<file path="src/verilog/srx_pkg.sv">
// ********************
// Shared types and constants for the SRX observation path controller
// Import into any block that touches requests, switches or sample streams
// ********************

`default_nettype none

package srx_pkg;

    // Fixed four antenna board
    localparam int N_ANTENNAS = 4;
    localparam int ANT_IDX_W  = $clog2(N_ANTENNAS);

    // Antenna field width in the request word and tuser
    localparam int ANT_SEL_W = 3;

    // Sample and tag widths on the DPD stream
    localparam int IQ_W    = 32;
    localparam int TUSER_W = 8;

    // Six SPDT switches on the PA board
    localparam int N_SWITCHES = 6;

    // SPDT control levels
    // 1 connects RFC to RF1, 0 connects RFC to RF2
    localparam logic RF_PORT1 = 1'b1;
    localparam logic RF_PORT2 = 1'b0;

    // Active low, so all ones parks every switch
    localparam logic [N_SWITCHES-1:0] SWITCH_OFF_N = 6'h3f;

    // Request types carried in the upper nibble
    typedef enum logic [3:0] {
        REQ_DPD   = 4'h0,
        REQ_HIRES = 4'h1,
        REQ_VSWR  = 4'h2,
        REQ_AVAIL = 4'hf
    } req_type_e;

    // Request word, bit 3 reserved
    typedef struct packed {
        req_type_e              req_type;
        logic                   rsvd;
        logic [ANT_SEL_W-1:0]   ant_sel;
    } srx_req_t;

    // Enables and port selects for the six switches
    typedef struct packed {
        logic [N_SWITCHES-1:0]  en_n;
        logic [N_SWITCHES-1:0]  sel_n;
    } rf_switch_t;

    // Software control levels
    typedef struct packed {
        logic                   override;
        rf_switch_t             rf_switch;
        logic [ANT_SEL_W-1:0]   orx_ant_sel;
        logic [15:0]            ant_switch_delay;
    } hw_ctrl_t;

    // One antenna's IQ stream, Q in [31:16] and I in [15:0]
    typedef struct packed {
        logic [IQ_W-1:0]        tdata;
        logic                   tvalid;
    } sample_stream_t;

    // Stream toward DPD with the granted antenna in tuser
    typedef struct packed {
        logic [IQ_W-1:0]        tdata;
        logic                   tvalid;
        logic [TUSER_W-1:0]     tuser;
    } dpd_stream_t;

endpackage

`default_nettype wire

</file>
<file path="src/verilog/srx_req_decode.sv">
// ********************
// Request latch and RF switch map
// Holds the accepted request and registers its switch pattern on switch_now
// ********************

`timescale 1ns/1ps
`default_nettype none

module srx_req_decode (
    input  logic                axis_aclk,
    input  logic                rst,
    input  srx_pkg::srx_req_t   req,
    input  logic                accept,
    input  logic                switch_now,
    output logic [2:0]          ant_sel,
    output srx_pkg::rf_switch_t pattern
);

    import srx_pkg::*;

    req_type_e              req_type_q;
    logic [ANT_SEL_W-1:0]   ant_q;
    logic                   req_ok;
    logic                   req_is_dpd;
    rf_switch_t             pattern_next;

    // Request is only presented on the strobe, so hold it here
    always_ff @(posedge axis_aclk) begin
        if (rst) begin
            req_type_q <= REQ_AVAIL;
            ant_q      <= '0;
        end else if (accept) begin
            req_type_q <= req.req_type;
            ant_q      <= req.ant_sel;
        end
    end

    assign ant_sel = ant_q;

    // Only DPD and VSWR requests drive the switches
    assign req_ok     = (req_type_q == REQ_DPD) || (req_type_q == REQ_VSWR);
    assign req_is_dpd = (req_type_q == REQ_DPD);

    always_comb begin
        // Enables, active low
        // First level pairs antennas 0/1 and 2/3
        pattern_next.en_n[0] = ~(req_ok && ((ant_q == 3'd0) || (ant_q == 3'd1)));
        pattern_next.en_n[3] = ~(req_ok && ((ant_q == 3'd2) || (ant_q == 3'd3)));
        // Second level, one switch per antenna
        // Antennas 4 to 7 match none of these and stay off
        pattern_next.en_n[1] = ~(req_ok && (ant_q == 3'd0));
        pattern_next.en_n[2] = ~(req_ok && (ant_q == 3'd1));
        pattern_next.en_n[4] = ~(req_ok && (ant_q == 3'd2));
        pattern_next.en_n[5] = ~(req_ok && (ant_q == 3'd3));

        // Switch 0 picks antenna 0 on RF2, antenna 1 on RF1
        pattern_next.sel_n[0] = (ant_q == 3'd0) ? RF_PORT2 : RF_PORT1;
        // Switch 3 picks antenna 2 on RF2, antenna 3 on RF1
        pattern_next.sel_n[3] = (ant_q == 3'd2) ? RF_PORT2 : RF_PORT1;

        // Per antenna DPD vs VSWR coupler path
        // Even antennas have DPD on RF2, odd ones on RF1
        pattern_next.sel_n[1] = req_is_dpd ? RF_PORT2 : RF_PORT1;
        pattern_next.sel_n[2] = req_is_dpd ? RF_PORT1 : RF_PORT2;
        pattern_next.sel_n[4] = req_is_dpd ? RF_PORT2 : RF_PORT1;
        pattern_next.sel_n[5] = req_is_dpd ? RF_PORT1 : RF_PORT2;
    end

    // Pattern only moves when the sequencer says so
    always_ff @(posedge axis_aclk) begin
        if (rst) begin
            pattern.en_n  <= SWITCH_OFF_N;
            pattern.sel_n <= SWITCH_OFF_N;
        end else if (switch_now) begin
            pattern <= pattern_next;
        end
    end

endmodule

`default_nettype wire

</file>
<file path="src/verilog/srx_switch_seq.sv">
// ********************
// Accept, switch and settle sequencer
// Takes one request at a time, holds off for the settle count, then grants
// ********************

`timescale 1ns/1ps
`default_nettype none

module srx_switch_seq (
    input  logic        axis_aclk,
    input  logic        rst,
    input  logic        req_valid,
    input  logic [15:0] switch_delay,
    output logic        accept,
    output logic        switch_now,
    output logic        grant
);

    typedef enum logic [1:0] {
        S_IDLE   = 2'd0,
        S_SWITCH = 2'd1,
        S_WAIT   = 2'd2,
        S_GRANT  = 2'd3
    } seq_state_e;

    seq_state_e     state;
    seq_state_e     state_next;
    logic [15:0]    settle_cnt;
    logic           settle_done;

    // Strobes while busy are simply not seen
    assign accept = (state == S_IDLE) && req_valid;

    // Counter value k is seen at edge E(2+k)
    assign settle_done = (settle_cnt == switch_delay);

    always_comb begin
        state_next = state;
        case (state)
            S_IDLE: begin
                if (accept) begin
                    state_next = S_SWITCH;
                end
            end
            // One cycle for the decoder to register the pattern
            S_SWITCH: begin
                state_next = S_WAIT;
            end
            // RF transient settling
            S_WAIT: begin
                if (settle_done) begin
                    state_next = S_GRANT;
                end
            end
            S_GRANT: begin
                state_next = S_IDLE;
            end
            default: begin
                state_next = S_IDLE;
            end
        endcase
    end

    always_ff @(posedge axis_aclk) begin
        if (rst) begin
            state <= S_IDLE;
        end else begin
            state <= state_next;
        end
    end

    // Runs only in WAIT, starts from zero each time
    always_ff @(posedge axis_aclk) begin
        if (rst || (state != S_WAIT)) begin
            settle_cnt <= '0;
        end else begin
            settle_cnt <= settle_cnt + 16'd1;
        end
    end

    assign switch_now = (state == S_SWITCH);
    assign grant      = (state == S_GRANT);

endmodule

`default_nettype wire

</file>
<file path="src/verilog/srx_path_mux.sv">
// ********************
// Output side of the controller
// Override mux and register for the switches, antenna stream select,
// tuser tagging and the WRSSI antenna
// ********************

`timescale 1ns/1ps
`default_nettype none

module srx_path_mux (
    input  logic                    axis_aclk,
    input  logic                    rst,
    input  srx_pkg::hw_ctrl_t       ctrl,
    input  srx_pkg::rf_switch_t     pattern,
    input  logic [2:0]              ant_sel,
    input  logic                    grant,
    input  srx_pkg::sample_stream_t srx_in [srx_pkg::N_ANTENNAS],
    output srx_pkg::dpd_stream_t    dpd_out,
    output srx_pkg::rf_switch_t     rf_switch,
    output logic [2:0]              wrssi_ant
);

    import srx_pkg::*;

    logic [ANT_SEL_W-1:0]   granted_ant;
    sample_stream_t         sel_stream;

    // Software override wins over the decoded pattern
    // Registered after the mux so the pins see it one edge later
    always_ff @(posedge axis_aclk) begin
        if (rst) begin
            rf_switch.en_n  <= SWITCH_OFF_N;
            rf_switch.sel_n <= SWITCH_OFF_N;
        end else if (ctrl.override) begin
            rf_switch <= ctrl.rf_switch;
        end else begin
            rf_switch <= pattern;
        end
    end

    // Antenna handed to DPD, changes only on grant
    always_ff @(posedge axis_aclk) begin
        if (rst) begin
            granted_ant <= '0;
        end else if (grant) begin
            granted_ant <= ant_sel;
        end
    end

    // Out of range antennas fall back to antenna 0
    always_comb begin
        if (granted_ant < ANT_SEL_W'(N_ANTENNAS)) begin
            sel_stream = srx_in[granted_ant[ANT_IDX_W-1:0]];
        end else begin
            sel_stream = srx_in[0];
        end
    end

    // Samples pass straight through, tuser tells DPD the switch is done
    always_comb begin
        dpd_out.tdata                  = sel_stream.tdata;
        dpd_out.tvalid                 = sel_stream.tvalid;
        dpd_out.tuser                  = '0;
        dpd_out.tuser[ANT_SEL_W-1:0]   = granted_ant;
    end

    // WRSSI follows whatever antenna is actually on the switches
    always_ff @(posedge axis_aclk) begin
        if (rst) begin
            wrssi_ant <= '0;
        end else if (ctrl.override) begin
            wrssi_ant <= ctrl.orx_ant_sel;
        end else begin
            wrssi_ant <= ant_sel;
        end
    end

endmodule

`default_nettype wire

</file>
<file path="src/verilog/srx_ctrl_top.sv">
// ********************
// Top level of the SRX observation path controller
// Decode, sequence and output blocks wired together
// Sample tready is fanned out from DPD to every antenna
// ********************

`timescale 1ns/1ps
`default_nettype none

module srx_ctrl_top (
    input  logic                            axis_aclk,
    input  logic                            rst,
    // Request strobe from DPD or VSWR
    input  logic                            req_valid,
    input  srx_pkg::srx_req_t               req,
    // Software control
    input  srx_pkg::hw_ctrl_t               ctrl,
    // Per antenna sample streams
    input  srx_pkg::sample_stream_t         srx_in [srx_pkg::N_ANTENNAS],
    output logic [srx_pkg::N_ANTENNAS-1:0]  srx_tready,
    // Stream toward DPD
    output srx_pkg::dpd_stream_t            dpd_out,
    input  logic                            dpd_tready,
    // RF switch pins and WRSSI antenna
    output srx_pkg::rf_switch_t             rf_switch,
    output logic [2:0]                      wrssi_ant
);

    import srx_pkg::*;

    logic           accept;
    logic           switch_now;
    logic           grant;
    logic [2:0]     ant_sel;
    rf_switch_t     pattern;

    // No back-pressure handling here, DPD ready goes to every antenna
    assign srx_tready = {N_ANTENNAS{dpd_tready}};

    srx_req_decode u_decode (
        .axis_aclk  (axis_aclk),
        .rst        (rst),
        .req        (req),
        .accept     (accept),
        .switch_now (switch_now),
        .ant_sel    (ant_sel),
        .pattern    (pattern)
    );

    // Settle count comes straight from software
    srx_switch_seq u_seq (
        .axis_aclk    (axis_aclk),
        .rst          (rst),
        .req_valid    (req_valid),
        .switch_delay (ctrl.ant_switch_delay),
        .accept       (accept),
        .switch_now   (switch_now),
        .grant        (grant)
    );

    srx_path_mux u_mux (
        .axis_aclk (axis_aclk),
        .rst       (rst),
        .ctrl      (ctrl),
        .pattern   (pattern),
        .ant_sel   (ant_sel),
        .grant     (grant),
        .srx_in    (srx_in),
        .dpd_out   (dpd_out),
        .rf_switch (rf_switch),
        .wrssi_ant (wrssi_ant)
    );

endmodule

`default_nettype wire

</file>
<file path="config.mk">
export PLATFORM = sky130hd
export DESIGN_NAME = srx_ctrl_top
export DESIGN_NICKNAME = d
export VERILOG_FILES = /design/src/verilog/srx_pkg.sv /design/src/verilog/srx_req_decode.sv /design/src/verilog/srx_switch_seq.sv /design/src/verilog/srx_path_mux.sv /design/src/verilog/srx_ctrl_top.sv
export SDC_FILE = /design/constraint.sdc
export NUM_CORES = 1
export LEC_CHECK = 0
export BUFFER_PORTS_ARGS = -buffer_cell sky130_fd_sc_hd__buf_2
export CAP_MARGIN = 5
export CORE_UTILIZATION = 40
export DETAILED_ROUTE_END_ITERATION = 12
export PLACE_DENSITY_LB_ADDON = 0.2
export SKIP_CTS_REPAIR_TIMING = 1
export SLEW_MARGIN = 0
export SYNTH_ARGS = -nofsm -noshare
export SYNTH_HDL_FRONTEND = slang
export SYNTH_SLANG_ARGS = --single-unit
</file>
<file path="constraint.sdc">
create_clock -name axis_aclk -period 2.24 [get_ports axis_aclk]
set_input_delay 0.112 -clock axis_aclk [delete_from_list [all_inputs] [get_ports axis_aclk]]
set_output_delay 0.112 -clock axis_aclk [all_outputs]
set_load 0.02 [all_outputs]
</file>
==> flow_metrics.env <==
export IMPL_ir_drop_uv=548
export IMPL_p_switching_uw=909
export IMPL_drive_gt1_share_pct=42.4
export IMPL_arrival_ns=1.88
export IMPL_seq_area_frac_synth_pct=29.4
export IMPL_cp_max_fo=33
export IMPL_synth_compound_area_share_pct=23.2
export IMPL_fin_cells=764
export IMPL_cts_buffers=5
export IMPL_finalSetupViolCount=0
export IMPL_grt_overflow=0
export IMPL_synthSimpleGateAreaFrac_pct=20.5
export IMPL_hold_path_class="input pin to flip-flop"
export IMPL_h_tree_depth=2
export IMPL_rsz0062_at_grt="no"
export IMPL_port_buffers=224
export IMPL_p_comb_share_pct=36.7
export IMPL_grt_pass1_wl_um=17600
export IMPL_final_setup_tns_ns=0
export IMPL_dpl_cell_count=751
export IMPL_path_clk_slew_ns=0.09
export IMPL_p_per_area_nw_per_um2=534
export IMPL_clock_root_buffer="clkbuf_8"
export IMPL_ys_warn_count=0
export IMPL_violations="hold timing"
export IMPL_drt_first_pass_iters=4
export IMPL_cp_slowest_cell="dfxtp_4"
export IMPL_max_slew_margin_pct=60.7
export IMPL_crit_path_end_kind="primary output"
export IMPL_worst_slack_ns=0.251
export IMPL_die_area_sq_um=9390
export IMPL_timing_max_cap_violations=0
export IMPL_cts_tree="built"
export IMPL_via_per_inst=5.16
export IMPL_synth_mux_area_share_pct=12.6
export IMPL_p_int_mw=1.71
export IMPL_pwr_share_seq_pct=43.4
export IMPL_synth_top_family_by_area="compound AO/OA/AOI/OAI gates"
export IMPL_drc=0
export IMPL_p_leak_nw=2.13
export IMPL_critPathMaxStageDelay_ns=0.50
export IMPL_critPathTopFamily="buffers and inverters"
export IMPL_fin_crit_ns=1.99
export IMPL_rows=34
export IMPL_path_buf_inv=2
export IMPL_area_growth_pct=36.0
export IMPL_power_share_switching_pct=34.7
export IMPL_worstHoldPathCells=3
export IMPL_tightestPinTransition_ns=0.590
export IMPL_rrSetupSlack_ns=0.44
export IMPL_syn_avg_cell_area_sq_um=7.99
export IMPL_design_core_area_sq_um=8720
export IMPL_gp_congestion=0.841
export IMPL_drt_iter0_drc=124
export IMPL_clk_latency_ns=0.31
export IMPL_dp_hpwl_um=8280
export IMPL_start_util_pct=41.3
export IMPL_grt_start_max_net_pins=36
export IMPL_worst_setup_path_start_kind="flip-flop"
export IMPL_ys_seq_elements=53
export IMPL_die_h_um=96.9
export IMPL_die_w_um=96.9
export IMPL_fin_crit_sh_pct=88.8
export IMPL_worstHoldStart="ctrl[24]"
export IMPL_total_power_mw=2.62
export IMPL_crit_type="flip-flop to primary output"
export IMPL_syn_inst=451
export IMPL_whs_endpoint="u_mux.rf_switch[5]$_SDFF_PP1_"
export IMPL_final_util_pct=56.2
export IMPL_path_cells="nor2b_2, buf_4, a21oi_1, o21ai_0, buf_2"
export IMPL_track_usage_pct=22.3
export IMPL_place_ws_ns=0.455
export IMPL_grt_antenna_before_repair=1
export IMPL_wl_per_cell_um=14.1
export IMPL_final_area_sq_um=4900
export IMPL_cts_buffer_depth=2
export IMPL_outcome="finished, violations left"
export IMPL_timing_rr_start="u_seq.state[0]$_SDFFE_PP0P_"
export IMPL_fmax_ghz=0.503
export IMPL_maxSlewViolCount=0
export IMPL_wirelength_um=10800
export IMPL_first_global_vias=3773
export IMPL_antenna_left=0
export IMPL_fin_skew_ns=0.00761
export IMPL_rr_worst_depth=6
export IMPL_ioPinCount=236
export IMPL_hold_viol_final=2
export IMPL_power_frac_clock_pct=20.0
export IMPL_synth_xor_xnor_area_share_pct=6.32
export IMPL_place_area_sq_um=4760
export IMPL_synth_area_sq_um=3600
export IMPL_holdWs_ns=-0.00744
export IMPL_cts_sinks=53
export IMPL_crit_required_ns=2.13
export IMPL_fin_nets=836
export IMPL_vias=3944
export IMPL_ys_types=38
export IMPL_synth_adder_area_share_pct=1.74
export IMPL_r2r_end="u_seq.state[1]$_SDFFE_PP0P_"
export IMPL_num_fill_cells=828
cells in the mapped netlist, drive strengths merged:
cell type	n	share of area, %
o21bai	2	0.42
a211o	12	2.9
or3	6	1.2
xnor2	21	5.1
o31a	1	0.24
mux2i	7	1.9
nand3b	1	0.21
nand4	9	1.7
and4	1	0.24
o21ai	41	5.7
o22ai	2	0.35
buf	13	2.3
clkbuf	30	3.1
nand2b	5	0.87
nand3	8	1.1
nor3	1	0.14
and2	2	0.35
ha	5	1.7
conb	1	0.10
dfxtp	53	29
or4	1	0.21
mux2	34	11
a21oi	45	6.3
a22oi	33	6.9
xor2	5	1.2
inv	7	0.73
o31ai	1	0.21
and3	6	1.1
nor2	27	2.8
nor2b	44	7.6
nand2	23	2.4
nor4	3	0.52
a211oi	1	0.21
worst max-delay path by stage:
stage | start | end | slack [ns] | cells after the start
floorplan | u_mux.granted_ant[2]$_SDFFE_PP0N_ | dpd_out[10] | 0.41 | 6
global placement | u_mux.granted_ant[1]$_SDFFE_PP0N_ | dpd_out[30] | 0.46 | 5
detailed placement | u_mux.granted_ant[1]$_SDFFE_PP0N_ | dpd_out[30] | 0.46 | 5
CTS | u_mux.granted_ant[1]$_SDFFE_PP0N_ | dpd_out[30] | 0.11 | 5
global route | u_mux.granted_ant[1]$_SDFFE_PP0N_ | dpd_out[30] | 0.10 | 5
finish | u_mux.granted_ant[1]$_SDFFE_PP0N_ | dpd_out[30] | 0.25 | 5
registers in the layout, indices dropped and copies added (netlist names):
signal	count
u_mux.wrssi_ant	3
u_seq.state	2
u_decode.pattern	10
u_seq.settle_cnt	16
u_decode.ant_sel	3
u_mux.rf_switch	12
u_mux.granted_ant	3
u_decode.req_type_q	4
per-layer routing:
metal	up-vias	routed length, um	part of all wire (%)	global-route usage (%)
met2	128	5580	52	40.0
met3	14	528	4.9	2.82
met5	-	0	0	0
met4	0	150	1.4	6.89
met1	1804	4510	42	27.5
li1	1998	-	-	-
worst min-delay path: stages:
cell     delay [ns]
buf_2          0.07
nand2_1        0.04
nand2_1        0.05
kinds of logic (layout without fill, tap and decap cells):
logic type                 count (synthesis)  after routing
xor gates and xnor gates                  26             26
and+or+nand+nor                          137            137
muxes                                     41             41
other                                      1              6
adders and majority gates                  5              5
buffers and inverters                     50            250
AOI/OAI and AO/OA                        138            138
DFF                                       53             53
power by group through the flow:
stage	combinational, mW	clock [mW]	sequential, mW
2_1_floorplan	0.604	0	1.17
3_3_place_gp	0.926	0	1.16
3_5_place_dp	0.953	0	1.16
4_1_cts	0.957	0.544	1.14
5_1_grt	1.07	0.577	1.15
6_report	0.960	0.523	1.14
cells in the final DEF (no fill, tap or decap), drive strengths merged, types with 2 or more instances in the layout:
cell,netlist,routed
nand2,23,23
o21bai,2,2
nor2,27,27
mux2,34,34
and2,2,2
nor4,3,3
nand3,8,8
clkbuf,30,5
a22oi,33,33
o22ai,2,2
o21ai,41,41
dfxtp,53,53
nand2b,5,5
xnor2,21,21
ha,5,5
a21oi,45,45
and3,6,6
mux2i,7,7
xor2,5,5
a211o,12,12
nor2b,44,44
inv,7,7
dlygate4sd3,0,5
conb,1,5
nand4,9,9
buf,13,231
or3,6,6
cell type report:
class / instances / area, sq um / share of cell area, %
Sequential cell: 53 / 1060 / 21.7
Inverter: 7 / 26.3 / 0.536
Tap cell: 108 / 135 / 2.76
Multi-Input combinational cell: 352 / 2340 / 47.7
Clock buffer: 5 / 68.8 / 1.40
Timing Repair Buffer: 236 / 1250 / 25.5
Antenna cell: 1 / 2.50 / 0.0510
Clock inverter: 2 / 16.3 / 0.332
Power figures use the tool's default switching activity.
